<file path="src/cpu_config.svh">
`default_nettype none
`ifndef CPU_CONFIG_SVH
`define CPU_CONFIG_SVH

// datapath width, also the width of byte addresses and pc
`define CPU_XLEN 16

// architectural registers
// r0 always reads as zero
`define CPU_NREGS 16

// instruction memory depth as word-address bits
// 256 words of 16 bits
`define CPU_IMEM_AW 8

// data memory depth as word-address bits
`define CPU_DMEM_AW 8

`endif
`default_nettype wire

</file>
<file path="src/cpu_pkg.sv">
`include "cpu_config.svh"
`default_nettype none

package cpu_pkg;

	// one data word, also used for byte addresses
	typedef logic [`CPU_XLEN-1:0] data_t;

	// register number
	typedef logic [$clog2(`CPU_NREGS)-1:0] reg_idx_t;

	// encoding order is fixed, alu ops occupy 0..7
	typedef enum logic [3:0] {
		OP_ADD = 4'h0,
		OP_SUB = 4'h1,
		OP_XOR = 4'h2,
		OP_AND = 4'h3,
		OP_SLL = 4'h4,
		OP_SRA = 4'h5,
		OP_ROR = 4'h6,
		OP_OR  = 4'h7,
		OP_LW  = 4'h8,
		OP_SW  = 4'h9,
		OP_LHB = 4'ha,
		OP_LLB = 4'hb,
		OP_B   = 4'hc,
		OP_BR  = 4'hd,
		OP_PCS = 4'he,
		OP_HLT = 4'hf
	} opcode_e;

	// branch condition, held in instr[11:9] of B and BR
	typedef enum logic [2:0] {
		COND_NE = 3'd0,
		COND_EQ = 3'd1,
		COND_GT = 3'd2,
		COND_LT = 3'd3,
		COND_GE = 3'd4,
		COND_LE = 3'd5,
		COND_OV = 3'd6,
		COND_AL = 3'd7
	} cond_e;

	// generic r-type view
	// byte immediates, offsets and conditions overlay the low fields
	typedef struct packed {
		opcode_e  op;
		reg_idx_t rd;
		reg_idx_t rs;
		reg_idx_t rt;
	} instr_t;

	typedef struct packed {
		logic z;
		logic v;
		logic n;
	} flags_t;

	// decoder output
	typedef struct packed {
		logic    reg_write;
		logic    alu_src_imm;
		logic    mem_write;
		logic    mem_to_reg;
		logic    byte_load;
		logic    byte_high;
		logic    pcs;
		logic    branch;
		logic    branch_reg;
		logic    halt;
		opcode_e alu_op;
	} ctrl_t;

	// one record per retired instruction
	typedef struct packed {
		logic     valid;
		data_t    pc;
		logic     reg_write;
		reg_idx_t rd;
		data_t    wdata;
		logic     mem_write;
		data_t    mem_addr;
		data_t    mem_wdata;
	} retire_t;

endpackage

`default_nettype wire

</file>
<file path="src/decoder.sv">
`timescale 1ns/10ps
`include "cpu_config.svh"
`default_nettype none

module decoder (
	input  wire cpu_pkg::instr_t instr,
	output cpu_pkg::ctrl_t       ctrl,
	output cpu_pkg::reg_idx_t    src_a,
	output cpu_pkg::reg_idx_t    src_b,
	output cpu_pkg::data_t       imm
);

	always_comb begin
		ctrl = '0;
		// alu sees the raw opcode, it ignores flag writes above OP_OR
		ctrl.alu_op = instr.op;
		case (instr.op)
			cpu_pkg::OP_ADD, cpu_pkg::OP_SUB, cpu_pkg::OP_XOR,
			cpu_pkg::OP_AND, cpu_pkg::OP_OR: begin
				ctrl.reg_write = 1'b1;
			end
			// shift amount comes from the immediate field
			cpu_pkg::OP_SLL, cpu_pkg::OP_SRA, cpu_pkg::OP_ROR: begin
				ctrl.reg_write   = 1'b1;
				ctrl.alu_src_imm = 1'b1;
			end
			cpu_pkg::OP_LW: begin
				ctrl.reg_write   = 1'b1;
				ctrl.alu_src_imm = 1'b1;
				ctrl.mem_to_reg  = 1'b1;
			end
			cpu_pkg::OP_SW: begin
				ctrl.alu_src_imm = 1'b1;
				ctrl.mem_write   = 1'b1;
			end
			cpu_pkg::OP_LHB: begin
				ctrl.reg_write = 1'b1;
				ctrl.byte_load = 1'b1;
				ctrl.byte_high = 1'b1;
			end
			cpu_pkg::OP_LLB: begin
				ctrl.reg_write = 1'b1;
				ctrl.byte_load = 1'b1;
			end
			cpu_pkg::OP_B:   ctrl.branch = 1'b1;
			cpu_pkg::OP_BR:  ctrl.branch_reg = 1'b1;
			cpu_pkg::OP_PCS: begin
				ctrl.reg_write = 1'b1;
				ctrl.pcs       = 1'b1;
			end
			default: ctrl.halt = 1'b1;
		endcase
	end

	// byte loads merge into rd, so rd is read as the first source
	assign src_a = ctrl.byte_load ? instr.rd : instr.rs;
	// sw stores the register named in the rd field
	assign src_b = (instr.op == cpu_pkg::OP_SW) ? instr.rd : instr.rt;

	// 4-bit signed immediate from the rt field
	assign imm = {{(`CPU_XLEN-4){instr.rt[3]}}, instr.rt};

endmodule

`default_nettype wire

</file>
<file path="config.mk">
export PLATFORM = sky130hd
export DESIGN_NAME = decoder
export DESIGN_NICKNAME = d
export VERILOG_FILES = /design/src/cpu_pkg.sv /design/src/decoder.sv
export VERILOG_INCLUDE_DIRS = /design/src
export SDC_FILE = /design/constraint.sdc
export NUM_CORES = 1
export LEC_CHECK = 0
export BUFFER_PORTS_ARGS = -buffer_cell sky130_fd_sc_hd__buf_4
export CAP_MARGIN = 25
export CORE_MARGIN = 1
export CORE_UTILIZATION = 29
export DETAILED_ROUTE_END_ITERATION = 16
export GPL_TIMING_DRIVEN = 0
export PLACE_DENSITY = 0.81
export REMOVE_ABC_BUFFERS = 1
export SETUP_SLACK_MARGIN = 0.2
export SLEW_MARGIN = 30
export SYNTH_ARGS = -nofsm -noshare
export SYNTH_HDL_FRONTEND = slang
export SYNTH_SLANG_ARGS = --single-unit
</file>
<file path="constraint.sdc">
create_clock -name vclk -period 1.02
set_clock_uncertainty 0.2 [all_clocks]
set_input_delay 0.051 -clock vclk [all_inputs]
set_output_delay 0.051 -clock vclk [all_outputs]
set_load 0.02 [all_outputs]
</file>
# After elaboration in Yosys (flattened, before gate mapping)
# Cells that the tools add are included.
# classes
multipliers,0
eq_ne,14
n_lt_le_gt_ge,0
n_shift,0
addsub,0
n_mux,12
reduce_logical,5
bitwise_logic,0
div_mod_pow,0
# ops
op,count
"4-bit equality test, second input constant",7
"4-bit by 3-bit equality test with 1-bit output, second input constant",4
15-bit OR reduction,1
12-bit OR reduction,1
1-bit two-way mux,10
"4-bit by 2-bit equality test with 1-bit output, second input constant",2
4-bit two-way mux,2
5-bit OR reduction,1
"4-bit by 1-bit equality test with 1-bit output, second input constant",1
4-bit logical NOT,1
2-bit OR reduction,1
# totals
romBits,0
latch_bits,0
ramBits,0
output_inout_bits,38
n_memories,0
register_bits,0
wordCells,31
inputBits,16

# Logic depth before layout (Yosys ltp)
# depth
word_depth,4
ltp_mapped,4

# Least setup slack after synthesis
# OpenSTA, ideal clock, no wires.
# synth_timing
kind,in2out
startpoint,in instr[14] (netlist name)
endpoint,out src_b[0]
arrival_ps,1126
required_time_ps,769
stages,3
path_buffers,0
path_slack_ps,-357
cell_sequence,nand2b_4 -> nor3b_2 -> mux2_2
# synth_via
elab_chain_cells,2
# synth_rtl
item,line_no,rtl
from (decl),decoder.sv:6,"input wire cpu_pkg::instr_t instr,"
4-bit equality test,decoder.sv:58,assign src_b = (instr.op == cpu_pkg::OP_SW) ? instr.rd : instr.rt;
4-bit two-way mux,decoder.sv:58,
to (decl),decoder.sv:9,"output cpu_pkg::reg_idx_t src_b,"
# No other way between the ends.

# Final worst setup path
# layout_timing
startpoint,in instr[14] (netlist name)
endpoint,out src_b[3]
# The elaborated chain is that of the path after synthesis.

==> summary.txt <==
Int Pwr = 239.0 µW
initial antenna violation count = 0
Mapped Cells = 48
CP Class = input port to primary output
largest net degree at the start of global routing = 15
crit path time final = 1339 ps
vias per cell = 4.562
commonest non-fill, non-tap cell in the layout = buf_4
pre-CTS setup slack = -477.4 ps
Leak Pwr = 0.0004663 µW
nets = 109
hold depth = 2
Final Hold Fails = 0
yosys warns = 0
drt pass-1 iters = 2
top layer in use = met4
Placement Rows = 12
crit end category = primary output
Hold Crit Start = instr[2]
chip height = 38.22 µm
failing checks = negative setup slack
final core occ = 74.68%
GRT Total Usage = 17.03%
clk_buf instances = 0
post-DR wirelength/cell = 14.73 µm
Die W = 38.22 µm
Max Clk Rate = 747.0 MHz
starting density of the core = 32.90%
Area growth, synth to finish = 127.0%
CORE AREA = 0.001156 mm²
Comb pwr share = 100.0%
sum of routed wire segments on met1 = 557 µm
Net Switching = 217.9 µW
CTS hold repair buffers = 0
Hold Path Sink = imm[2]
Via Count = 479
clock share of power = 0%
Worst-Margin Slew = 154.7 ps
first-pass GRT wire length = 1.807 mm
Peak VDD IR = 0.2239 mV
DR WL met3 = 144 µm
share of cells above drive strength 1 = 91.21%
overall power = 456.9 µW
most frequent cells in the layout = 43 x buf_4, 20 x buf_6, 8 x mux2_4
Sw Share = 47.69%
GRT overflow = 0
Synth area leaders = buf_4 39%, mux2_4 16%, mux2_2 12%
number of global-route vias before repair = 386
Final WS setup = -318.7 ps
top-level I/O count = 54
pwr/cell area = 529.2 mW/mm²
sequential cells = 0
# diodes = 0
crit path max fanout = 5
worst min path class = input port to primary output
outcome = finished with violations
WP data arrival = 1090 ps
sequential-to-total area share from yosys stat = 0%
fin. max-slew vios = 0
startpoint types = input port
Yosys top cell by area = buf_4
Req. time, crit path = 770 ps
dpl hpwl = 846.6 µm
unrepaired setup endpoints after global routing = true
die area = 0.001460 mm²
cell area after synthesis = 380.4 µm²
Worst slew margin = 89.61%
count of cell types in the netlist = 17
Max-Cap Viols = 0
Detail Route Antenna Nets = 0
drt total wl = 1.547 mm
1st-iter DRT viols = 3
Synth top area share = 39.47%
Flop pwr share = 0%
mean area per synthesized cell = 7.924 µm²
DRC errors left = 0
count of buffers from port buffering = 54
final setup fails = 15
RePlAce Congestion = 0.7168
Sequential cell area = 0 µm²
Met2 Routed Length = 826 µm
fin crit share = 131.2%
-- per-layer routing --
layer / up-vias / global-route usage (%)
met5: - / 0
met4: 0 / 2.679
met3: 2 / 0.5814
met2: 30 / 32.63
met1: 224 / 20.83
li1: 223 / -
-- how the worst max path moves through the flow --
stage | from | end | depth (start not counted)
2_1_floorplan | instr[14] | src_b[0] | 3
3_3_place_gp | instr[14] | src_b[3] | 5
3_5_place_dp | instr[14] | src_b[2] | 5
4_1_cts | instr[14] | src_b[3] | 6
5_1_grt | instr[14] | src_b[2] | 6
6_report | instr[14] | src_b[3] | 6
-- cells by family after synthesis --
| family | share of synthesized area (%) |
|---|---|
| buf+inv | 44.41 |
| mux | 27.63 |
| simple gates | 23.69 |
| fa+ha+maj | 2.632 |
| compound gates | 1.646 |
-- worst max-delay path, cell delays in order --
cell      delay, ps
buf_8           100
nand2b_4        150
nor3b_4         190
buf_6           160
mux2_4          310
buf_6           130
-- Yosys cell counts, drive strengths merged --
library cell / n
and2: 1
buf: 21
inv: 2
maj3: 1
mux2: 8
nand2: 2
nand2b: 2
nand3: 1
nor2: 4
nor3: 2
nor3b: 1
o22ai: 1
or2: 1
or2b: 1
-- cell type report --
class                      instances  area [µm²]
multi-input combinational         25       275.3
tap                               14       17.52
inverter                           2       7.507
fill                              68       292.8
timing repair buffer              64       563.0
-- metrics by stage --
| stage | instances | instance area [µm²] | hold slack (ps) | TNS [ps] |
|---|---|---|---|---|
| global route | 105 | 863.3 | 123.4 | -3773 |
| finish | 105 | 863.3 | 118.2 | -3306 |
| floorplan | 27 | 219.0 | -98.00 | -1712 |
| CTS | 100 | 783.3 | 114.7 | -2451 |
| global placement | 95 | 641.9 | 108.5 | -3688 |
| detailed placement | 95 | 641.9 | 112.8 | -3745 |
-- power groups by stage --
stage / combinational [µW] / clock [µW] / sequential, µW
floorplan: 110 / 0 / 0
global placement: 352 / 0 / 0
detailed placement: 356 / 0 / 0
CTS: 416 / 0 / 0
global route: 478 / 0 / 0
finish: 457 / 0 / 0
-- timing repair --
item | in CTS | in global routing
endpoints found under the setup margin | 15 | 18
pin swaps | 7 | 5
buffers inserted | 5 | 5
hold endpoints to repair | 0 | 0
gates resized for setup | 29 | 10
No activity file was read; power rests on OpenSTA's default activity.
