===== src/cpu_config.svh =====
`default_nettype none
`ifndef CPU_CONFIG_SVH
`define CPU_CONFIG_SVH

// datapath width, also the width of byte addresses and pc
`define CPU_XLEN 16

// architectural registers
// r0 always reads as zero
`define CPU_NREGS 16

// instruction memory depth as word-address bits
// 256 words of 16 bits
`define CPU_IMEM_AW 8

// data memory depth as word-address bits
`define CPU_DMEM_AW 8

`endif
`default_nettype wire


===== src/cpu_pkg.sv =====
`include "cpu_config.svh"
`default_nettype none

package cpu_pkg;

	// one data word, also used for byte addresses
	typedef logic [`CPU_XLEN-1:0] data_t;

	// register number
	typedef logic [$clog2(`CPU_NREGS)-1:0] reg_idx_t;

	// encoding order is fixed, alu ops occupy 0..7
	typedef enum logic [3:0] {
		OP_ADD = 4'h0,
		OP_SUB = 4'h1,
		OP_XOR = 4'h2,
		OP_AND = 4'h3,
		OP_SLL = 4'h4,
		OP_SRA = 4'h5,
		OP_ROR = 4'h6,
		OP_OR  = 4'h7,
		OP_LW  = 4'h8,
		OP_SW  = 4'h9,
		OP_LHB = 4'ha,
		OP_LLB = 4'hb,
		OP_B   = 4'hc,
		OP_BR  = 4'hd,
		OP_PCS = 4'he,
		OP_HLT = 4'hf
	} opcode_e;

	// branch condition, held in instr[11:9] of B and BR
	typedef enum logic [2:0] {
		COND_NE = 3'd0,
		COND_EQ = 3'd1,
		COND_GT = 3'd2,
		COND_LT = 3'd3,
		COND_GE = 3'd4,
		COND_LE = 3'd5,
		COND_OV = 3'd6,
		COND_AL = 3'd7
	} cond_e;

	// generic r-type view
	// byte immediates, offsets and conditions overlay the low fields
	typedef struct packed {
		opcode_e  op;
		reg_idx_t rd;
		reg_idx_t rs;
		reg_idx_t rt;
	} instr_t;

	typedef struct packed {
		logic z;
		logic v;
		logic n;
	} flags_t;

	// decoder output
	typedef struct packed {
		logic    reg_write;
		logic    alu_src_imm;
		logic    mem_write;
		logic    mem_to_reg;
		logic    byte_load;
		logic    byte_high;
		logic    pcs;
		logic    branch;
		logic    branch_reg;
		logic    halt;
		opcode_e alu_op;
	} ctrl_t;

	// one record per retired instruction
	typedef struct packed {
		logic     valid;
		data_t    pc;
		logic     reg_write;
		reg_idx_t rd;
		data_t    wdata;
		logic     mem_write;
		data_t    mem_addr;
		data_t    mem_wdata;
	} retire_t;

endpackage

`default_nettype wire


===== src/pc_unit.sv =====
`timescale 1ns/10ps
`include "cpu_config.svh"
`default_nettype none

module pc_unit (
	input  wire                  clk,
	input  wire                  rst,
	input  wire cpu_pkg::ctrl_t  ctrl,
	input  wire cpu_pkg::cond_e  cond,
	input  wire [8:0]            offset,
	input  wire cpu_pkg::data_t  target,
	input  wire cpu_pkg::flags_t new_flags,
	input  wire [2:0]            flag_we,
	output cpu_pkg::data_t       pc,
	output cpu_pkg::data_t       pc_next2,
	output logic                 hlt
);

	cpu_pkg::flags_t flags_q;
	cpu_pkg::data_t  br_target;
	cpu_pkg::data_t  pc_next;
	logic            halted_q;
	logic            hold;
	logic            taken;

	// condition against the flags of earlier instructions only
	always_comb begin
		case (cond)
			cpu_pkg::COND_NE: taken = !flags_q.z;
			cpu_pkg::COND_EQ: taken = flags_q.z;
			cpu_pkg::COND_GT: taken = !flags_q.z && !flags_q.n;
			cpu_pkg::COND_LT: taken = flags_q.n;
			cpu_pkg::COND_GE: taken = flags_q.z || !flags_q.n;
			cpu_pkg::COND_LE: taken = flags_q.z || flags_q.n;
			cpu_pkg::COND_OV: taken = flags_q.v;
			default:          taken = 1'b1;
		endcase
	end

	// sequential pc, also the pcs write value
	assign pc_next2 = pc + `CPU_XLEN'(2);
	// offset counts words, so scale by two
	assign br_target = pc_next2 + {{(`CPU_XLEN-10){offset[8]}}, offset, 1'b0};

	// hlt holds the pc from the cycle it is fetched
	assign hold = halted_q || ctrl.halt;

	always_comb begin
		if (hold)
			pc_next = pc;
		else if (ctrl.branch && taken)
			pc_next = br_target;
		else if (ctrl.branch_reg && taken)
			pc_next = target;
		else
			pc_next = pc_next2;
	end

	// kept low during reset even if pc 0 holds a stale hlt
	assign hlt = !rst && hold;

	always_ff @(posedge clk) begin
		if (rst) begin
			pc       <= '0;
			flags_q  <= '0;
			halted_q <= 1'b0;
		end else begin
			pc       <= pc_next;
			halted_q <= hold;
			// each flag keeps its value unless its enable is set
			if (!halted_q) begin
				if (flag_we[2])
					flags_q.z <= new_flags.z;
				if (flag_we[1])
					flags_q.v <= new_flags.v;
				if (flag_we[0])
					flags_q.n <= new_flags.n;
			end
		end
	end

endmodule

`default_nettype wire


===== config.mk =====
export PLATFORM = sky130hd
export DESIGN_NAME = pc_unit
export DESIGN_NICKNAME = d
export VERILOG_FILES = /design/src/cpu_pkg.sv /design/src/pc_unit.sv
export VERILOG_INCLUDE_DIRS = /design/src
export SDC_FILE = /design/constraint.sdc
export NUM_CORES = 1
export LEC_CHECK = 0
export BUFFER_PORTS_ARGS = -buffer_cell sky130_fd_sc_hd__buf_4
export CORE_UTILIZATION = 50
export DETAILED_ROUTE_END_ITERATION = 8
export GPL_TIMING_DRIVEN = 0
export PLACE_DENSITY = 0.78
export SLEW_MARGIN = 40
export SYNTH_ARGS = -nofsm -noshare
export SYNTH_HDL_FRONTEND = slang
export SYNTH_SLANG_ARGS = --single-unit

===== constraint.sdc =====
create_clock -name clk -period 3.8 [get_ports clk]
set_input_delay 0.95 -clock clk [delete_from_list [all_inputs] [get_ports clk]]
set_output_delay 0.95 -clock clk [all_outputs]
set_load 0.005 [all_outputs]

* Word level (Yosys, flattened, before mapping)
Cells that the tools add are included.
** Word-level totals
- Bits in registers :: 20
- Input port bits :: 50
- Word-level logic and storage cells :: 31
** Operators by class
- Add/subtract/negate cells :: 2
- Equality and inequality tests :: 6
- Muxes and demuxes :: 3
- Bitwise operators :: 1
- Reductions and logical operators :: 14
** Operators with widths (count)
- $mux 16 :: 2
- $add 16x16->16 :: 1
- $add 16x2->16 const B :: 1
- $eq 3x3->1 const B :: 3
- $pmux 1 s7 :: 1
- $eq 3x2->1 const B :: 2
- $reduce_and 2->1 :: 3
- $logic_and 1x1->1 :: 4
- $eq 3x1->1 const B :: 1
- $logic_not 1->1 :: 3
- $logic_not 3->1 :: 1
- $logic_or 1x1->1 :: 3
- $not 1->1 :: 1

* Logic depth before layout (Yosys ltp)
- Depth in word-level cells :: 6
- Mapped depth :: 12
- Depth with buffers taken out :: 11

* Worst setup path before layout
No wires, ideal clock.
- Path type :: reg-to-reg
- From :: register pc[3]
- To :: register pc[15]
- Data arrival time :: 2.700 ns
- Data required time :: 3.677 ns
- Setup slack :: 0.977 ns
- Cell stages (with the launch flop) :: 13
- Buffers on the path :: 1
- Clock period less this slack :: 2.823 ns
- Cell sequence :: dfxtp_1 -> nand3_2 -> nor3_1 -> and4_1 -> xor2_1 -> ha_1 -> clkbuf_1 -> a21o_1 -> a21o_1 -> a221o_1 -> a21oi_1 -> xor2_1 -> a21oi_1
** On the way
- Cells in the longest elaborated chain, start to end :: 3
- Elaborated cells on any way between the ends :: 4
- Classes of those cells :: add/sub: 2; mux: 2
** RTL lines
- from (decl) :: RTL line pc_unit.sv:14 : output cpu_pkg::data_t pc,
- from (signal assigned) :: RTL line pc_unit.sv:68 : pc <= pc_next;
- $add 16x2->16 :: RTL line pc_unit.sv:41 : assign pc_next2 = pc + `CPU_XLEN'(2);
- named net pc_next2[12] :: RTL line pc_unit.sv:15 : output cpu_pkg::data_t pc_next2,
- $add 16x16->16 :: RTL line pc_unit.sv:43 : assign br_target = pc_next2 + {{(`CPU_XLEN-10){offset[8]}}, offset, 1'b0};
- $mux 16 :: RTL line pc_unit.sv:51 : else if (ctrl.branch && taken)
The timed path passes the listed nets, and every way through them passes these cells.
A chain may end at the register's enable or synchronous reset.

* Worst setup path in the final report
- From :: register pc[7]
- To :: register pc[15]
** On the way
- Cells in the longest elaborated chain, start to end :: 3
- Elaborated cells on any way between the ends :: 4
- Classes of those cells :: add/sub: 2; mux: 2
** RTL lines (RTL line)
- $add 16x2->16 * :: pc_unit.sv:41
- $add 16x16->16 / $mux 16 (equally long branches) :: pc_unit.sv:43, pc_unit.sv:53
- $mux 16 * :: pc_unit.sv:51
Mark *: on every way between the ends. The rest lies on a longest branch, timed or not.

==> key figures <==
Die
  • Die area: 4771 um2
  • # rows: 24
  • Starting density of the core: 0.5203
  • Core ar.: between 4000 and 5000 um2
  • I/O pin cnt: 83
  • Die span in y: between 60 and 70 um
  • Die Width: a little under 70 um

Critical path
  • Worst path buffer plus inverter count: 1
  • Required time worst endpoint: 3.94 ns
  • CP Launch Type: register
  • Family with the most delay on the worst path: compound AO/OA/AOI/OAI gates
  • Crit. End Element: register
  • Crit-path slowest cell: dfxtp_1
  • CP max stage delay: about 0.46 ns
  • WP data arrival: about 3.6 ns
  • Crit path kind: reg2reg
  • CP cell instances: nand3_2 > nor3_1 > and4_1 > xor2_1 > ha_1 > clkbuf_1 > a21o_1 > a21o_1 > a221o_1 > a21oi_1 > xor2_1 > a21oi_1
  • Crit path max fanout: 8

Synthesis
  • Syn_nets: around 350
  • Post-synthesis sequential area ratio: 0.1780
  • Seq cells post-synth: 20
  • Post-synth top area share: 0.1780
  • Post-synth EDFFs: 0
  • Synth cell types: 63
  • Ys async rst share: 0
  • Synth area leader: dfxtp_1
  • Syn Std Cell Area: about 2200 um2
  • Main synth FF type: dfxtp_1
  • Mean Syn Cell Area: around 8 um2
  • YS warnings: 0
  • Synth top area cells: dfxtp_1 (18%), ha_1 (10%), nor2_1 (5.0%)
  • Top cell types by occurrence after synthesis: nor2_1 (30), dfxtp_1 (20), ha_1 (18)
  • Post-synthesis instance total: 280
  • Most frequent cell after synthesis: nor2_1

GRT
  • Antenna violations before repair: 0
  • Global-route wire length before repair: approximately 11000 um
  • Vias in the first global route: between 2000 and 2500
  • GRT overflow: 0
  • GRT Overall Usage: 0.2859
  • Largest net degree at the start of global routing: 13

CTS
  • Hold Buf Count CTS: 0
  • TritonCTS clock tree: yes
  • Clk_lat worst skew: about 0.27 ns
  • Post-CTS resize count: 0
  • Clock sinks: 20
  • Clock tree buffer depth: 2
  • Htree depth: 1
  • Root buffer cell: clkbuf_8
  • Clock buffer count from CTS: 3
  • Postcts setup bufs: 0
  • CTS clk-pin slew, worst paths: 0.08 ns

Timing
  • Fmax: roughly 0.29 GHz
  • Max transition margin: 0.6201
  • Worst slew pin tran: 0.5699 ns
  • Max-slew violations: 0
  • Clk_skew: about 0.0070 ns
  • # setup viols final: 0
  • RSZ-0062 raised after global routing: false
  • Crit path time final: around 3.4 ns
  • Final Cycle Share: 0.9025
  • Fin. Hold Viols: 0
  • Hold Slack: roughly 0.53 ns
  • Total negative slack: 0 ns

Final layout
  • Multi-input gate area: between 1500 and 2000 um2
  • # nets final: around 430
  • Final Util: 0.6751
  • Diodes inserted: 0
  • Sequential cell area: between 400 and 500 um2
  • Area grow syn2layout: 29.76%
  • Ratio of cells with drive above 1 in the final layout: 0.2873
  • Layout fillers: ~390

Detailed routing
  • First DRT Iteration DRCs: ~230
  • Post-route ant nets: 0
  • Via Count: between 2000 and 2500
  • Drt first pass iters: 5
  • WL/cell: around 17 um
  • Final WL: 6927 um
  • Via density: around 6
  • Residual DRC count: 0

Power and ir drop
  • Comb power frac: 0.461
  • NetSw: around 320 uW
  • PD cells: between 300 and 400 nW/um2
  • Sequential share of power: 0.290
  • Switching part of the total power: 0.3667
  • Clk pwr share: 0.249
  • Leakage dissipation: ~0.0013 uW
  • Int Pwr: 558.4 uW
  • Design Power: ~900 uW
  • Peak VDD IR: 0.2160 mV

Placed design
  • GP Congestion: around 0.95
  • DPL Wire Length: roughly 5400 um
  • IO Port Bufs: 71

Min path
  • Hold Path Class: reg2reg

Flow run
  • Max Cap Violations: 0

Outcome
  • Status: finished, final reports clean
==> logic make-up (layout without fill, tap and decap cells) <==
group / after synthesis / in the layout / share of synthesized area
simple gates: 107 / 107 / 0.2742
compound gates: 85 / 85 / 0.2775
buf+inv: 22 / 97 / 0.04894
xor+xnor: 21 / 21 / 0.08509
fa+ha+maj: 20 / 20 / 0.1135
flops: 20 / 20 / 0.1780
mux: 5 / 5 / 0.02280
==> power groups by stage <==
stage,clock (uW),sequential [uW],combinational (uW)
final,220,256,406
after global routing,230,259,443
after CTS,219,255,401
after detailed placement,0,260,398
after global placement,0,260,393
after floorplan,0,255,251
==> flip-flops by register name, summed over array words and instances (netlist names) <==
signal    cells
pc           16
halted_q      1
flags_q       3
==> worst paths after layout <==
kind / start / endpoint / slack [ns] / depth (start not counted)
worst max register to register: pc[7]$_SDFFE_PP0P_ / pc[15]$_SDFFE_PP0P_ / 0.37 / 12
worst min register to register: pc[0]$_SDFFE_PP0P_ / pc[0]$_SDFFE_PP0P_ / 0.53 / 2
worst max-delay path: pc[7]$_SDFFE_PP0P_ / pc[15]$_SDFFE_PP0P_ / 0.37 / 12
worst min-delay path: pc[0]$_SDFFE_PP0P_ / pc[0]$_SDFFE_PP0P_ / 0.53 / 2
==> cell type report <==
type,count,share of cell area
Buffer,13,0.02615
Clock buffer,3,0.01414
Clock inverter,1,0.01029
Inverter,9,0.01157
Multi-Input combinational cell,238,0.5958
Sequential cell,20,0.1372
Tap cell,52,0.02229
Timing Repair Buffer,71,0.1826
==> layout by cell type (no fill, tap or decap), types with 9 or more instances in the layout <==
master and n:
buf_4 72, nand2_1 14, xor2_1 10, ha_1 18, dfxtp_1 20, nor2_1 30, xnor2_1 10, or3_1 10
o21ai_0 11, a21oi_1 17, inv_1 9
==> per-layer routing <==
layer	up-vias	routed length (um)	track usage
li1	1204	-	-
met5	-	0	0
met3	13	469	0.03655
met2	108	3157	0.4423
met1	1164	3143	0.4112
met4	0	156	0.08844
==> metrics by stage <==
stage | instances | worst slack [ns] | cell area [um2]
floorplan | 280 | 0.9766 | 2250
global placement | 403 | 0.4913 | 2848
detailed placement | 403 | 0.4606 | 2848
CTS | 407 | 0.4323 | 2919
global route | 407 | 0.1506 | 2919
finish | 407 | 0.3705 | 2919
==> tightest hold or removal path: stages, from the launching register on <==
cell	delay (ns)
dfxtp_1	0.35
mux2i_1	0.07
nor2_1	0.08
(Power assumes the default switching activity.)
