===== src/cpu_config.svh =====
`default_nettype none
`ifndef CPU_CONFIG_SVH
`define CPU_CONFIG_SVH

// datapath width, also the width of byte addresses and pc
`define CPU_XLEN 16

// architectural registers
// r0 always reads as zero
`define CPU_NREGS 16

// instruction memory depth as word-address bits
// 256 words of 16 bits
`define CPU_IMEM_AW 8

// data memory depth as word-address bits
`define CPU_DMEM_AW 8

`endif
`default_nettype wire


===== src/cpu_pkg.sv =====
`include "cpu_config.svh"
`default_nettype none

package cpu_pkg;

	// one data word, also used for byte addresses
	typedef logic [`CPU_XLEN-1:0] data_t;

	// register number
	typedef logic [$clog2(`CPU_NREGS)-1:0] reg_idx_t;

	// encoding order is fixed, alu ops occupy 0..7
	typedef enum logic [3:0] {
		OP_ADD = 4'h0,
		OP_SUB = 4'h1,
		OP_XOR = 4'h2,
		OP_AND = 4'h3,
		OP_SLL = 4'h4,
		OP_SRA = 4'h5,
		OP_ROR = 4'h6,
		OP_OR  = 4'h7,
		OP_LW  = 4'h8,
		OP_SW  = 4'h9,
		OP_LHB = 4'ha,
		OP_LLB = 4'hb,
		OP_B   = 4'hc,
		OP_BR  = 4'hd,
		OP_PCS = 4'he,
		OP_HLT = 4'hf
	} opcode_e;

	// branch condition, held in instr[11:9] of B and BR
	typedef enum logic [2:0] {
		COND_NE = 3'd0,
		COND_EQ = 3'd1,
		COND_GT = 3'd2,
		COND_LT = 3'd3,
		COND_GE = 3'd4,
		COND_LE = 3'd5,
		COND_OV = 3'd6,
		COND_AL = 3'd7
	} cond_e;

	// generic r-type view
	// byte immediates, offsets and conditions overlay the low fields
	typedef struct packed {
		opcode_e  op;
		reg_idx_t rd;
		reg_idx_t rs;
		reg_idx_t rt;
	} instr_t;

	typedef struct packed {
		logic z;
		logic v;
		logic n;
	} flags_t;

	// decoder output
	typedef struct packed {
		logic    reg_write;
		logic    alu_src_imm;
		logic    mem_write;
		logic    mem_to_reg;
		logic    byte_load;
		logic    byte_high;
		logic    pcs;
		logic    branch;
		logic    branch_reg;
		logic    halt;
		opcode_e alu_op;
	} ctrl_t;

	// one record per retired instruction
	typedef struct packed {
		logic     valid;
		data_t    pc;
		logic     reg_write;
		reg_idx_t rd;
		data_t    wdata;
		logic     mem_write;
		data_t    mem_addr;
		data_t    mem_wdata;
	} retire_t;

endpackage

`default_nettype wire


===== src/alu.sv =====
`timescale 1ns/10ps
`include "cpu_config.svh"
`default_nettype none

module alu (
	input  wire cpu_pkg::data_t   a,
	input  wire cpu_pkg::data_t   b,
	input  wire cpu_pkg::opcode_e op,
	output cpu_pkg::data_t        result,
	output cpu_pkg::flags_t       flags,
	output logic [2:0]            flag_we
);

	localparam int SHW = $clog2(`CPU_XLEN);

	// shift and rotate amount from the low bits of b
	logic [SHW-1:0] sh;
	logic [2*`CPU_XLEN-1:0] rot;
	logic ovf;

	assign sh = b[SHW-1:0];
	// rotate right by shifting a doubled copy
	assign rot = {a, a} >> sh;

	always_comb begin
		ovf = 1'b0;
		case (op)
			cpu_pkg::OP_ADD: begin
				result = a + b;
				// same-sign operands giving a different-sign sum
				ovf = (a[`CPU_XLEN-1] == b[`CPU_XLEN-1]) &&
					(result[`CPU_XLEN-1] != a[`CPU_XLEN-1]);
			end
			cpu_pkg::OP_SUB: begin
				result = a - b;
				ovf = (a[`CPU_XLEN-1] != b[`CPU_XLEN-1]) &&
					(result[`CPU_XLEN-1] != a[`CPU_XLEN-1]);
			end
			cpu_pkg::OP_XOR: result = a ^ b;
			cpu_pkg::OP_AND: result = a & b;
			cpu_pkg::OP_SLL: result = a << sh;
			cpu_pkg::OP_SRA: result = $signed(a) >>> sh;
			cpu_pkg::OP_ROR: result = rot[`CPU_XLEN-1:0];
			cpu_pkg::OP_OR:  result = a | b;
			// non-alu opcodes, used for the lw/sw address
			default: result = a + b;
		endcase
	end

	always_comb begin
		flags.z = (result == '0);
		flags.v = ovf;
		flags.n = result[`CPU_XLEN-1];
	end

	// z for all eight alu ops, v and n for add and sub only
	// order matches flags_t: z, v, n
	always_comb begin
		flag_we = 3'b000;
		if (!op[3]) begin
			flag_we[2] = 1'b1;
		end
		if (op == cpu_pkg::OP_ADD || op == cpu_pkg::OP_SUB) begin
			flag_we[1:0] = 2'b11;
		end
	end

endmodule

`default_nettype wire


===== config.mk =====
export PLATFORM = sky130hd
export DESIGN_NAME = alu
export DESIGN_NICKNAME = d
export VERILOG_FILES = /design/src/cpu_pkg.sv /design/src/alu.sv
export VERILOG_INCLUDE_DIRS = /design/src
export SDC_FILE = /design/constraint.sdc
export NUM_CORES = 1
export LEC_CHECK = 0
export BUFFER_PORTS_ARGS = -buffer_cell sky130_fd_sc_hd__buf_2
export CORE_ASPECT_RATIO = 1.1
export CORE_MARGIN = 5
export CORE_UTILIZATION = 30
export DETAILED_ROUTE_END_ITERATION = 10
export GPL_ROUTABILITY_DRIVEN = 0
export PLACE_DENSITY_LB_ADDON = 0.25
export SLEW_MARGIN = 20
export SYNTH_ARGS = -nofsm -noshare
export SYNTH_HDL_FRONTEND = slang
export SYNTH_SLANG_ARGS = --single-unit

===== constraint.sdc =====
create_clock -name vclk -period 10.5
set_input_delay 2.1 -clock vclk [all_inputs]
set_output_delay 2.1 -clock vclk [all_outputs]
set_load 0.005 [all_outputs]

== Yosys cells after proc, flatten, opt, wreduce, memory -nomap -nowiden ==
Index checks and enable logic that the tools add are counted.

* Register bits: 0
* Input port bits: 36
* Output and inout bits: 22
* Logic and storage cells: 28

* $add $sub $neg: 2
* Equality and inequality tests: 11
* Shift-type cells: 3
* Muxes and demuxes: 4
* Bitwise logic cells: 3
* Reductions and logical operators: 5

{| class="wikitable"
|+ Operators with widths
! kind !! number
|-
| one-hot mux 16 bit (7 select lines) || 1
|-
| right shift 32 x 4 -> 16 bit || 1
|-
| adder 16 bit || 1
|-
| bitwise AND 16 bit || 1
|-
| equality test 4 x 3 -> 1 bit (second input constant) || 4
|-
| logical NOT 16 bit || 1
|-
| bitwise OR 16 bit || 1
|-
| << shifter 16 x 4 -> 16 bit || 1
|-
| >>> shifter 16 x 4 -> 16 bit || 1
|-
| subtractor 16 bit || 1
|-
| bitwise XOR 16 bit || 1
|-
| equality test 4 x 2 -> 1 bit (second input constant) || 2
|-
| equality test 4 x 1 -> 1 bit (second input constant) || 1
|-
| logical NOT 4 bit || 1
|-
| != test 1 bit || 3
|-
| logical AND 1 bit || 2
|-
| 2-to-1 mux 2 bit || 1
|-
| one-hot mux 1 bit (2 select lines) || 1
|-
| equality test 1 bit || 1
|-
| logical OR 1 bit || 1
|-
| 2-to-1 mux 1 bit || 1
|}

== Depth between registers and ports, before layout ==
Gate-level depths: netlist of run 1.

* Depth in word-level cells: 4
* Depth in mapped cells: 16
* Mapped depth without buffers: 13

== Worst setup path after synthesis of run 1 ==
Ideal clock, no wire load.

* Kind: input-to-output
* Start: in b[1]
* End: out flags[2] (netlist bit)
* Arrival: 5.897 ns
* Data required time: 8.400 ns
* Setup slack: 2.503 ns
* Cell stages on the path: 15
* Buffers on the path: 5
* Cell sequence: clkbuf_8 buf_2 buf_2 buf_2 buf_2 inv_1 fa_1 a21oi_1 nor2b_1 or4_2 a21oi_1 o221ai_1 or4_1 or4b_1 nor4_2

{| class="wikitable"
|+ RTL lines
! what !! RTL line !! source
|-
| start, declared || alu.sv:7 || <nowiki>input wire cpu_pkg::data_t b,</nowiki>
|-
| end, declared || alu.sv:10 || <nowiki>output cpu_pkg::flags_t flags,</nowiki>
|}

==> metrics.txt, run 1 <==
outcome finished, final reports clean; synth top area cells ha_1 (13%), mux4_2 (11%), mux4_1 (4.6%), nor2_1 (4.4%), inv_1 (4.0%); Post-route DRC 0; Netlist Area Pre-Place around 4600 um2; Synth top cells by count nor2_1 (54), inv_1 (49), ha_1 (48), nand2_1 (38), a21oi_1 (33); Crit path largest cell delay between 500 and 600 ps; Die Wd ~130 um; Hold WC Path Type input port to output pin; die area 17900 um2; Inserted Diodes 0; Leak 1.99 nW; Final Cell Area ~4900 um2; Worst setup SP type input port; Core Rows 47; vias per cell ~6.4; Final Critical Period 8680 ps; Max FO, Critical Path 37; crit-path most repeated cell buf_2; Cells after Synth roughly 590; Top delay family on crit path simple AND/OR/NAND/NOR gates; Pins Over Slew Limit 0; setup TNS 0 ps; Req. time, crit path between 8000 and 9000 ps; area leader, netlist ha_1; DR vias ~5000; Synthesized Nets ~680; initial antenna violation count 0; I/O pin count between 50 and 60; Hold Violations, Final 0; crit path DAT between 6000 and 7000 ps; synth unique cells between 80 and 90; worst-path cell chain buf_2 -> inv_1 -> ha_1 -> nand2b_1 -> a221oi_1 -> o21bai_1 -> o31a_1 -> nor3_1 -> o31ai_1 -> or4_1 -> or4b_1 -> nor4_2 -> buf_2; fin crit share 0.827; largest net degree at the start of global routing 44; total congestion overflow 0; Post-CTS Setup Inserts 0; Final setup viols 0; starting density of the core 0.305; Hold Crit Depth 3; post-CTS sizing 0; final net count a little under 700; TritonRoute pass-1 iters 9; endpoint type of the worst setup path output pin; Synthesis Warnings 0; count leader, synth nor2_1; Avg WL per Cell roughly 22 um; drt first-iter violations between 400 and 500; Post-DRT Antenna Nets 0; Max-Cap Viols 0; number of global-route vias before repair 4854; synthesized area per cell 7.77 um2; share of cells above drive strength 1 0.201; peak supply drop between 0.00002 and 0.000025 V; RSZ-0062 raised after global routing no; Worst-Margin Slew slightly below 1000 ps; sequential fraction of the synthesis area 0; top-area cell type share of the netlist area 0.131; Hold Path Sink flag_we[2]; Placed Area just under 5000 um2; Port Buffers 58; pwr dens 52.3 nW/um2; Die Ht between 100 and 150 um; seq_cells 0; WP buf/inv 3; f_max ~120 MHz; Slew Limit Headroom 0.341; Slowest-stage cell, CP inv_1; worst hold start op[3]; crit path kind input port to output pin; synthesis-to-finish area growth 5.64%; Hold Buf Count CTS 0; CLK BUF 0; post-DP HPWL roughly 14 mm; register area 0 um2; Post-Route WL roughly 18 mm; Core Area between 15000 and 20000 um2; first-pass GRT wire length 28.0 mm; GRT Total Usage 0.190
-- kinds of logic after synthesis --
logic type	share of synthesized area
AOI/OAI and AO/OA	0.306
adders and majority gates	0.139
buffers and inverters	0.118
and+or+nand+nor	0.206
xor gates and xnor gates	0.0172
muxes	0.213
-- tightest hold or removal path, cell delays in order --
cell and delay [ps]:
buf_2 230, inv_1 240, buf_2 160
-- layout by cell type, fill, tap and decap left out, drive strengths merged, types with 4 or more instances in the layout --
cell / synthesis / layout
buf: 20 / 67
nor2: 54 / 54
inv: 49 / 49
ha: 48 / 48
nand2: 38 / 38
a21oi: 33 / 33
mux4: 31 / 31
o21ai: 26 / 26
nor3: 17 / 17
mux2i: 17 / 17
o211ai: 14 / 14
nand3: 12 / 12
a221oi: 11 / 11
a31oi: 9 / 9
a211oi: 7 / 7
o21bai: 7 / 7
mux2: 7 / 7
xnor2: 7 / 7
o22ai: 6 / 6
nand2b: 6 / 6
o31a: 6 / 6
or2: 6 / 6
o311ai: 6 / 6
a21o: 5 / 5
nor2b: 5 / 5
o221ai: 5 / 5
a22oi: 5 / 5
o31ai: 5 / 5
nor4: 5 / 5
a211o: 4 / 4
o21a: 4 / 4
and3: 4 / 4
a311oi: 4 / 4
or4: 4 / 4
-- routing by layer --
layer,GRT usage,part of all wire,vias up
li1,-,-,2295
met4,0.0575,0.035,0
met1,0.256,0.42,2480
met3,0.0261,0.082,41
met5,0,0,-
met2,0.315,0.47,259
-- stage by stage --
step                total power [W]  hold slack, ps  setup slack, ps  instances  utilization
global route               0.000275            4860             1400        798        0.322
global placement           0.000246            4840             1950        798        0.322
finish                     0.000254            4830             1820        798        0.322
floorplan                  0.000175            4550             2500        591            -
detailed placement         0.000248            4820             1880        798        0.322
CTS                        0.000249            4830             1860        798        0.322
-- power by group --
group | leakage (nW) | internal (W) | switching (W)
sequential | 0 | 0 | 0
combinational | 1.99 | 0.000100 | 0.000154
clock | 0 | 0 | 0
-- worst max path at each step --
| stage | slack [ps] | cells past startpoint | from | endpoint |
|---|---|---|---|---|
| 4_1_cts | 1860 | 13 | b[2] | flags[2] |
| 6_report | 1820 | 13 | b[2] | flags[2] |
| 5_1_grt | 1400 | 13 | b[2] | flags[2] |
| 2_1_floorplan | 2500 | 15 | b[1] | flags[2] |
| 3_3_place_gp | 1950 | 13 | b[2] | flags[2] |
| 3_5_place_dp | 1880 | 13 | b[2] | flags[2] |
-- final cells by class --
class / count / area, um2
inverter: 49 / 184
timing repair buffer: 67 / 358
fill: 1666 / 10200
tap: 196 / 245
multi-input combinational: 486 / 4070
Power figures use the tool's default switching activity.
==> run 2: changes to the inputs <==
- clock period: 10.5 -> 7.75 ns (I/O delays scaled with it)
==> run 2 against run 1 <==
  * Die area is the same
  * First-iteration DRC count is 20% higher
  * Final area is 1.5% higher
  * Critical path depth decreased by 2
  * Non-clock buffer count rose by 8
  * Sequential cell count unchanged
  * Utilization grew 0.50 points
  * Via count rose by 1.0%
  * Cell count grew 1.1%
==> metrics.txt, run 2 (synthesized netlist as in run 1, its figures left out) <==
met1 wire length 7.37 mm; Post-Route WL 18.2 mm; Req. time, crit path a little over 6000 ps; Max-Cap Viols 0; starting density of the core 0.305; met2 wire length 8.60 mm; worst-path cell chain buf_2 -> buf_4 -> mux4_2 -> a22oi_1 -> a32oi_1 -> o32ai_1 -> o221ai_1 -> or4_1 -> or4b_1 -> nor4_2 -> buf_2; endpoint type of the worst setup path output pin; Final Cell Area around 4900 um2; Placed Area between 4000 and 5000 um2; number of global-route vias before repair around 5000; Top Metal Used met4; Die Ht around 140 um; CLK BUF 0; Avg WL per Cell 22.5 um; die area 17900 um2; commonest cells after routing, fill and taps aside buf_2 (58), nor2_1 (54), inv_1 (49); crit path kind input port to output pin; post-DP HPWL about 14 mm; Hold Buf Count CTS 0; first-pass GRT wire length 28.5 mm; share of cells above drive strength 1 0.211; Multi-input gate area between 4000 and 5000 um2; Slowest-stage cell, CP mux4_2; final net count between 600 and 700; drt first-iter violations a little under 600; initial antenna violation count 1; Final setup viols 0; Crit path largest cell delay roughly 660 ps; fin util 0.327; largest net degree at the start of global routing 55; Worst-Margin Slew around 600 ps; RSZ-0062 raised after global routing no; seq_cells 0; Port Buffers a little under 60; worst hold start op[3]; post-CTS sizing 0; GRT Total Usage 0.197; crit path DAT 5210 ps; Hold Path Sink flag_we[2]; outcome finished, final reports clean; Fill cells ~1700; Max FO, Critical Path slightly above 40; Layout Cells excl Fill approximately 810; Die Wd 128 um; Post-CTS Setup Inserts 0; Hold WC Path Type input port to output pin; Core Area approximately 15000 um2; Post-DRT Antenna Nets 0; most common cell after layout, fill and taps aside buf_2; synthesis-to-finish area growth 7.27%; Worst setup SP type input port; Placed Instances approximately 800; Hold Violations, Final 0; I/O pin count 58; crit-path most repeated cell buf_2; setup TNS 0 ps; Core Rows between 40 and 50; Slew Limit Headroom 0.589; total congestion overflow 0; DR vias 5127; f_max between 100 and 150 MHz; fin crit share 0.873; vias per cell around 6.4; Hold Crit Depth 3; Post-route DRC 0; register area 0 um2; Final Critical Period a little under 7000 ps; Pins Over Slew Limit 0; TritonRoute pass-1 iters 6; DR WL met3 between 1.5 and 2 mm
-- run 2: cell types whose count changed in the layout (fill, tap and decap cells not counted) --
cell / change
buf_12: +1
diode_2: +1
buf_4: +7
-- run 2: cell type report --
cell class                 instances  share of cell area
tap                              196              0.0498
multi-input combinational        486               0.825
timing repair buffer              75              0.0874
antenna                            1            0.000508
inverter                          49              0.0373
-- run 2: metrics by stage --
step	setup WS, ps	hold slack [ps]
after CTS	1010	3710
final	986	3720
after floorplan	853	3450
after detailed placement	1020	3710
after global routing	739	3750
after global placement	994	3720
-- run 2: worst max-delay path by stage --
stage / startpoint / to / cells after the start
final: b[0] / flags[2] / 11
after global routing: a[0] / flags[2] / 15
after CTS: b[0] / flags[2] / 11
after detailed placement: b[0] / flags[2] / 12
after global placement: b[0] / flags[2] / 11
after floorplan: b[1] / flags[2] / 15
-- run 2: routing by layer --
layer | track usage | vias up
met1 | 0.267 | 2474
met5 | 0 | -
li1 | - | 2321
met4 | 0.0525 | 0
met2 | 0.328 | 301
met3 | 0.0238 | 31
-- run 2: worst max-delay path: cells and delay by family --
kind	cells	cell delay, ps
buffers and inverters	3	760
multiplexers	1	660
AO/OA/AOI/OAI	4	1040
AND/OR/NAND/NOR	3	1210
