### src/cpu_config.svh
`default_nettype none
`ifndef CPU_CONFIG_SVH
`define CPU_CONFIG_SVH

// datapath width, also the width of byte addresses and pc
`define CPU_XLEN 16

// architectural registers
// r0 always reads as zero
`define CPU_NREGS 16

// instruction memory depth as word-address bits
// 256 words of 16 bits
`define CPU_IMEM_AW 8

// data memory depth as word-address bits
`define CPU_DMEM_AW 8

`endif
`default_nettype wire

### src/cpu_pkg.sv
`include "cpu_config.svh"
`default_nettype none

package cpu_pkg;

	// one data word, also used for byte addresses
	typedef logic [`CPU_XLEN-1:0] data_t;

	// register number
	typedef logic [$clog2(`CPU_NREGS)-1:0] reg_idx_t;

	// encoding order is fixed, alu ops occupy 0..7
	typedef enum logic [3:0] {
		OP_ADD = 4'h0,
		OP_SUB = 4'h1,
		OP_XOR = 4'h2,
		OP_AND = 4'h3,
		OP_SLL = 4'h4,
		OP_SRA = 4'h5,
		OP_ROR = 4'h6,
		OP_OR  = 4'h7,
		OP_LW  = 4'h8,
		OP_SW  = 4'h9,
		OP_LHB = 4'ha,
		OP_LLB = 4'hb,
		OP_B   = 4'hc,
		OP_BR  = 4'hd,
		OP_PCS = 4'he,
		OP_HLT = 4'hf
	} opcode_e;

	// branch condition, held in instr[11:9] of B and BR
	typedef enum logic [2:0] {
		COND_NE = 3'd0,
		COND_EQ = 3'd1,
		COND_GT = 3'd2,
		COND_LT = 3'd3,
		COND_GE = 3'd4,
		COND_LE = 3'd5,
		COND_OV = 3'd6,
		COND_AL = 3'd7
	} cond_e;

	// generic r-type view
	// byte immediates, offsets and conditions overlay the low fields
	typedef struct packed {
		opcode_e  op;
		reg_idx_t rd;
		reg_idx_t rs;
		reg_idx_t rt;
	} instr_t;

	typedef struct packed {
		logic z;
		logic v;
		logic n;
	} flags_t;

	// decoder output
	typedef struct packed {
		logic    reg_write;
		logic    alu_src_imm;
		logic    mem_write;
		logic    mem_to_reg;
		logic    byte_load;
		logic    byte_high;
		logic    pcs;
		logic    branch;
		logic    branch_reg;
		logic    halt;
		opcode_e alu_op;
	} ctrl_t;

	// one record per retired instruction
	typedef struct packed {
		logic     valid;
		data_t    pc;
		logic     reg_write;
		reg_idx_t rd;
		data_t    wdata;
		logic     mem_write;
		data_t    mem_addr;
		data_t    mem_wdata;
	} retire_t;

endpackage

`default_nettype wire

### src/reg_file.sv
`timescale 1ns/10ps
`include "cpu_config.svh"
`default_nettype none

module reg_file (
	input  wire                    clk,
	input  wire                    rst,
	input  wire cpu_pkg::reg_idx_t ra,
	input  wire cpu_pkg::reg_idx_t rb,
	input  wire cpu_pkg::reg_idx_t rw,
	input  wire                    we,
	input  wire cpu_pkg::data_t    wdata,
	output cpu_pkg::data_t         da,
	output cpu_pkg::data_t         db
);

	cpu_pkg::data_t regs [`CPU_NREGS];

	// r0 is forced to zero on read, its storage is never written
	assign da = (ra == '0) ? '0 : regs[ra];
	assign db = (rb == '0) ? '0 : regs[rb];

	// write at the end of the cycle
	// a read of rw in the same cycle still sees the old value
	always_ff @(posedge clk) begin
		if (rst) begin
			for (int i = 0; i < `CPU_NREGS; i++) begin
				regs[i] <= '0;
			end
		end else if (we && rw != '0) begin
			regs[rw] <= wdata;
		end
	end

endmodule

`default_nettype wire

### config.mk
export PLATFORM = sky130hd
export DESIGN_NAME = reg_file
export DESIGN_NICKNAME = d
export VERILOG_FILES = /design/src/cpu_pkg.sv /design/src/reg_file.sv
export VERILOG_INCLUDE_DIRS = /design/src
export SDC_FILE = /design/constraint.sdc
export NUM_CORES = 1
export LEC_CHECK = 0
export BUFFER_PORTS_ARGS = -buffer_cell sky130_fd_sc_hd__buf_2
export CAP_MARGIN = 20
export CORE_UTILIZATION = 58
export CTS_BUF_LIST = sky130_fd_sc_hd__clkbuf_8
export DETAILED_ROUTE_END_ITERATION = 10
export GPL_ROUTABILITY_DRIVEN = 0
export PLACE_DENSITY = 0.76
export SETUP_SLACK_MARGIN = 0.1
export SYNTH_ARGS = -nofsm -noshare
export SYNTH_HDL_FRONTEND = slang
export SYNTH_SLANG_ARGS = --single-unit
export TNS_END_PERCENT = 10
### constraint.sdc
create_clock -name clk -period 2 [get_ports clk]
set_input_delay 0.1 -clock clk [delete_from_list [all_inputs] [get_ports clk]]
set_output_delay 0.1 -clock clk [all_outputs]
set_load 0.01 [all_outputs]
# ---- After elaboration in Yosys (flattened, before gate mapping)
# Memories as Yosys holds them, arrays and structs flattened.
# Cells that the tools add are included.
# Widths: inputs -> output; s select.
dict set report word_totals {
  reg_bits 0
  mem_bits_rw 256
  inputBits 31
  out_inout_bits 32
  memories 1
}
dict set report op_classes {
  n_mux 10
  n_reduce_logical 5
}
# memory words word_bits read_ports rd_clocked_by_memory_dff write_ports line
set memory_table {}
lappend memory_table {regs 16 16 2 0 16 reg_file.sv:17} ;# cpu_pkg::data_t regs [`CPU_NREGS];
# op count
set ops {}
lappend ops {{$mux 16} 3}
lappend ops {{$reduce_or 16->1} 1}
lappend ops {{$logic_not 4->1} 2}
lappend ops {{$mux 1} 6}
lappend ops {{$mux 4} 1}
lappend ops {{$reduce_bool 4->1} 1}
lappend ops {{$logic_and 1x1->1} 1}

# ---- Logic depth before layout (Yosys ltp)
# Gate-level depths: netlist (run 1).
dict set report logic_depth {
  word_depth 7
  mapped_depth 7
}

# ---- Worst setup path before layout (run 1)
# OpenSTA, ideal clock, no wires.
dict set report synth_timing {
  path_kind {in2reg}
  start {input we}
  end {memory regs[5][0] in the netlist's numbering, enable pin}
  setup_time_ns 0.373
  arrival_ns 1.117
  setup_slack_ns 0.510
  cell_stages 4
  path_buffers 0
  cell_sequence {nor2b_2 nand3b_1 nor2_1 or2_1}
}
# element line
set synth_rtl {}
lappend synth_rtl {{from (decl)} reg_file.sv:11} ;# input wire we,
lappend synth_rtl {{to (decl)} reg_file.sv:17}

==> results of run 1 <==
## path summary, 6_finish.rpt
path                  depth (start not counted)  slack [ns]           to
worst max-delay path                          5       -0.16       db[14]
worst min-delay path                          2        0.05  regs[2][13]
## per-layer routing
layer | vias to the layer above | share of wire, % | wire length (um)
li1 | 3728 | - | -
met2 | 487 | 50 | 17800
met3 | 97 | 8.3 | 2990
met4 | 0 | 3.5 | 1240
met1 | 4324 | 39 | 13800
met5 | - | 0 | 0
## metrics by stage
stage	setup WS, ns	power [mW]
finish	-0.156	11.5
global route	-0.162	11.9
CTS	-0.133	11.5
detailed placement	0.0524	7.67
global placement	0.0605	7.63
floorplan	0.510	7.03
## power groups by stage
stage	Combinational, mW	Clock, mW	Sequential [mW]
6_report	1.75	3.76	6.02
5_1_grt	1.82	3.99	6.05
3_5_place_dp	1.55	0	6.11
3_3_place_gp	1.54	0	6.09
2_1_floorplan	0.985	0	6.04
4_1_cts	1.68	3.79	6.01
## final cells by class
type | count | area, um^2
flip-flops and latches | 241 | 7240
fillers | 1499 | 6940
multi-input cells | 607 | 5790
repair buffers | 133 | 1050
clock buffers | 41 | 564
well taps | 280 | 350
clock inverters | 25 | 95.1
inverters | 1 | 3.75
## cells by family after synthesis
family	Yosys count	synth area share, %
and+or+nand+nor	305	14.2
DFF	241	55.2
muxes	189	21.0
AOI/OAI and AO/OA	112	6.22
buffers and inverters	84	3.43
other	1	0.0286
## repair_timing
action / 4_1_cts / 5_1_grt
gates resized for setup: 61 / 17
buffers inserted: 2 / 0
pin swaps: 32 / 10
setup endpoints to repair: 32 / 32
hold buffers: 1 / 0
endpoints found under the hold margin: 1 / 0
## placed cells by master, fill, tap and decap left out, types with 6 or more instances in the layout
cell / count
a22oi_1: 15
mux2i_4: 10
clkinv_1: 13
buf_2: 60
a21oi_1: 13
and2_1: 241
mux4_2: 67
mux2_2: 16
mux2i_1: 89
a221o_1: 15
a21oi_2: 33
mux2i_2: 6
a2111oi_2: 12
nor2_1: 26
edfxtp_1: 241
or2_2: 11
buf_12: 16
o22ai_1: 14
clkbuf_8: 41
inv_1: 12
buf_4: 56
## critical path, cell delays in order, from the launching register on
cell      delay, ns
edfxtp_1       0.45
buf_4          0.17
mux4_2         0.45
mux2i_1        0.17
a211oi_2       0.12
buf_2          0.17
==> flow_metrics.py, run 1 <==
metrics = {
    "pwr": {
        "power_density_nw_per_um2": 764,
        "p_sw_share_pct": 26.2,
        "vdd.ir_drop.worst_v": 0.000452,
        "clkPwrFrac_pct": 32.6,
        "p_leak_nw": 5.53,
        "p_sw_mw": 3.02,
        "pwr-share-comb_pct": 15.1,
        "p_int_mw": 8.51,
        "p_seq_share_pct": 52.2,
    },
    "die": {
        "core_area_um2": 22000,
        "die_area_um2": 23200,
        "start_util_pct": 59.6,
        "chipWidth_um": 152,
        "std_cell_rows": 54,
        "die_h_um": 152,
        "io_pins": 63,
    },
    "yosys": {
        "syn_nets": 963,
        "synth_top_cell_by_area": "edfxtp_1",
        "synthCells": 932,
        "synth_area_leaders": "edfxtp_1 55%, mux4_2 12%, and2_1 11%",
        "yosysSeqAreaShare_pct": 55.2,
        "yosys_warnings": 0,
        "ys_seq_elements": 241,
        "syn_avg_cell_area_um2": 14.1,
        "synth_async_sr_flop_share_pct": 0,
        "yosysTopAreaCellShare_pct": 55.2,
        "synth_common_cells": "241 x and2_1, 241 x edfxtp_1, 105 x mux2i_1",
        "synth-edff-count": 241,
        "netlist_area_um2": 13100,
        "ys_types": 39,
        "ys.flop_type": "edfxtp_1",
    },
    "global_route": {
        "antenna_found_initial": 0,
        "gr-usage-met2_pct": 52.5,
        "grt_pass1_wl_um": 54200,
        "grtUsageMet1_pct": 42.5,
        "met3_usage_pct": 4.75,
        "grt_pass1_vias": 8836,
        "grt_overflow": 0,
        "grt_usage_pct": 31.8,
        "grt_max_degree": 32,
        "busiest_layer": "met2",
    },
    "clock_network": {
        "cts_tree": "built",
        "clock_sinks": 241,
        "cts.clk_slew.worst_paths_ns": 0.06,
        "clock_path_buffers": 3,
        "htreeDepth": 2,
        "cts-buffers-inserted": 39,
        "root_buffer": "clkbuf_8",
    },
    "timing": {
        "slew_headroom_pct": 59.1,
        "period_share_pct": 108,
        "worstMarginPinSlew_ns": 0.614,
        "setup_slack_ns": -0.156,
        "period_needed_ns": 2.16,
        "drv_slew": 0,
        "whs_ns": 0.0525,
        "finalHoldViolations": 0,
        "tns_ns": -0.941,
        "setup_viol": 23,
        "rsz0062_at_grt": "yes",
        "fmax_mhz": 464,
    },
    "placed_design": {
        "dp.cells": 1259,
        "dpl_cell_area_um2": 14000,
        "dpl.hpwl_um": 23500,
        "port_buffers": 62,
    },
    "worst_setup_path": {
        "critPathLaunchType": "flip-flop",
        "endpoint_kind": "output port",
        "path_class": "reg -> out",
        "cp_max_fo": 2,
        "required_ns": 1.90,
        "cp.arrival_ns": 2.06,
        "critPathLaunch": "regs[15][14]",
    },
    "routing": {
        "wl_per_cell_um": 27.0,
        "wl_um": 35800,
        "viasPerCell": 6.50,
        "final_antenna_net_count": 0,
        "first_pass_iters": 8,
        "vias": 8636,
        "drc_errors": 4,
        "drtIter0Drc": 932,
    },
    "worst_hold_path": {
        "min_from": "wdata[13]",
        "hold_path.class": "in -> reg",
    },
    "job": {
        "drv_cap": 0,
    },
    "finish": {
        "instances_no_fill": 1328,
        "largest_reg_flops": 241,
        "nNetsFinal": 1054,
        "drive_above_1_share_pct": 32.8,
        "n_antenna_cell": 0,
        "reg_top3": "regs (241)",
        "regMostFlops": "regs",
        "design_area_um2": 15100,
        "syn_to_final_growth_pct": 15.0,
        "fin_util_pct": 68.5,
    },
    "status": {
        "violations": "DRC, setup timing",
        "status": "finished with violations",
    },
}
No activity file was read; power rests on OpenSTA's default activity.
==> inputs of run 2 (changes only) <==
--- a/config.mk
+++ b/config.mk
@@ -14,2 +14,3 @@
 export GPL_ROUTABILITY_DRIVEN = 0
+export GPL_TIMING_DRIVEN = 0
 export PLACE_DENSITY = 0.76
--- a/constraint.sdc
+++ b/constraint.sdc
@@ -3,2 +3,2 @@
 set_output_delay 0.1 -clock clk [all_outputs]
-set_load 0.01 [all_outputs]
+set_load 0.05 [all_outputs]
==> run 2 against run 1 <==
  * The flow still finishes with violations (DRC, setup timing)
  * Via count up 5.7%
  * Die area stayed put
  * Global-route usage is 2.8 points higher
  * Maximum frequency decreased by 3.4%
  * Worst setup slack got worse by 0.077 ns
  * Critical path depth stayed put
  * Critical endpoint is now da[14]
  * Hold slack improved by 0.12 ns
  * Cell count up 2.5%
  * Sequential power is essentially flat
==> flow_metrics.py, run 2 (synthesis results as in run 1) <==
metrics = {
    "die": {
        "start_util_pct": 59.6,
        "die_h_um": 152,
        "io_pins": 63,
        "chipWidth_um": 152,
        "std_cell_rows": 54,
        "core_area_um2": 22000,
        "die_area_um2": 23200,
    },
    "timing": {
        "period_needed_ns": 2.23,
        "period_share_pct": 112,
        "finalHoldViolations": 0,
        "tns_ns": -3.46,
        "slew_headroom_pct": 36.8,
        "worstMarginPinSlew_ns": 0.948,
        "whs_ns": 0.176,
        "drv_slew": 0,
        "setup_slack_ns": -0.232,
        "fmax_mhz": 448,
        "rsz0062_at_grt": "yes",
        "setup_viol": 32,
    },
    "worst_hold_path": {
        "hold_path.class": "in -> reg",
        "min_from": "rw[2]",
    },
    "worst_setup_path": {
        "worst_path_largest_cell_delay_ns": 0.50,
        "cp_max_fo": 2,
        "cp_top_family": "multiplexers",
        "endpoint_kind": "output port",
        "critPathLaunchType": "flip-flop",
        "required_ns": 1.90,
        "cp.arrival_ns": 2.13,
        "critical_path_buf_inv_count": 1,
        "path_class": "reg -> out",
        "worstPathCellList": "mux4_2 -> mux2_4 -> nand2_4 -> o31ai_4 -> buf_6",
        "critPathLaunch": "regs[15][14]",
        "slowest_stage": "mux4_2",
    },
    "finish": {
        "fin_util_pct": 69.4,
        "final_cell_mix": "241 x and2_1, 241 x edfxtp_1, 84 x mux2i_1",
        "reg_top3": "regs (241)",
        "fill_cells": 1480,
        "drive_above_1_share_pct": 31.5,
        "nNetsFinal": 1082,
        "regMostFlops": "regs",
        "seq_area_um2": 7240,
        "multi_input_area_um2": 5900,
        "largest_reg_flops": 241,
        "design_area_um2": 15300,
        "syn_to_final_growth_pct": 16.5,
        "n_antenna_cell": 0,
        "instances_no_fill": 1361,
    },
    "placed_design": {
        "dpl_cell_area_um2": 13800,
        "dp.cells": 1269,
        "port_buffers": 57,
        "dp_slack_ns": -0.369,
        "dpl.hpwl_um": 26100,
    },
    "pwr": {
        "total_power_mw": 12.1,
        "power_density_nw_per_um2": 791,
        "p_leak_nw": 5.55,
        "vdd.ir_drop.worst_v": 0.000474,
    },
    "routing": {
        "drtIter0Drc": 1224,
        "wl_per_cell_um": 29.0,
        "first_pass_iters": 8,
        "viasPerCell": 6.71,
        "drc_errors": 1,
        "final_antenna_net_count": 0,
        "wl_um": 39400,
        "vias": 9130,
    },
    "clock_network": {
        "root_buffer": "clkbuf_8",
        "clock_path_buffers": 3,
        "cts.clk_slew.worst_paths_ns": 0.07,
        "clock_sinks": 241,
        "cts_tree": "built",
        "cts-buffers-inserted": 40,
        "htreeDepth": 2,
    },
    "global_route": {
        "grt_pass1_vias": 9297,
        "grt_overflow": 0,
        "grt_usage_pct": 34.6,
        "grt_pass1_wl_um": 57700,
        "antenna_found_initial": 0,
        "grt_max_degree": 17,
    },
    "status": {
        "status": "finished with violations",
        "violations": "DRC, setup timing",
    },
    "job": {
        "drv_cap": 0,
    },
}
-- run 2: cell count changes in the layout (fill, tap and decap cells not counted), sizes merged --
cell         before  now
buf             132  107
clkbuf           41   77
clkinvlp          0    2
clkinv           14   15
inv              12   15
dlygate4sd3       1   17
-- run 2: cell type report --
class,instances,area share [%]
Tap cell,280,2.29
Multi-Input combinational cell,607,38.6
Sequential cell,241,47.3
Buffer,83,2.95
Clock buffer,41,3.69
Timing Repair Buffer,77,4.26
Inverter,1,0.0246
Clock inverter,31,0.843
-- run 2: worst paths after layout --
check | to | slack (ns) | cells past startpoint
max | da[14] | -0.23 | 5
min | regs[1][0] | 0.18 | 3
-- run 2: tightest hold or removal path: stages --
cell and delay [ns]:
buf_2 0.16, nor3_2 0.12, and2_1 0.17
-- run 2: report_power, final --
group | internal, mW | switching [mW] | total (mW) | leakage, nW
logic | 0.850 | 1.33 | 2.18 | 2.84
clock network | 1.90 | 1.99 | 3.90 | 0.403
registers | 5.86 | 0.167 | 6.02 | 2.30
total | 8.61 | 3.49 | 12.1 | 5.55
-- run 2: what timing repair did --
item	4_1_cts	5_1_grt
gates resized for setup	125	32
setup endpoints to repair	32	64
pin swaps	30	7
buffers inserted	2	1
hold buffers	17	0
hold endpoints to repair	78	0
-- run 2: routing by layer --
layer,vias to the layer above,wire (um),global-route usage [%]
met5,-,0,0
met4,0,1350,14.8
li1,3790,-,-
met1,4620,14700,44.6
met3,112,4060,8.02
met2,608,19300,56.7
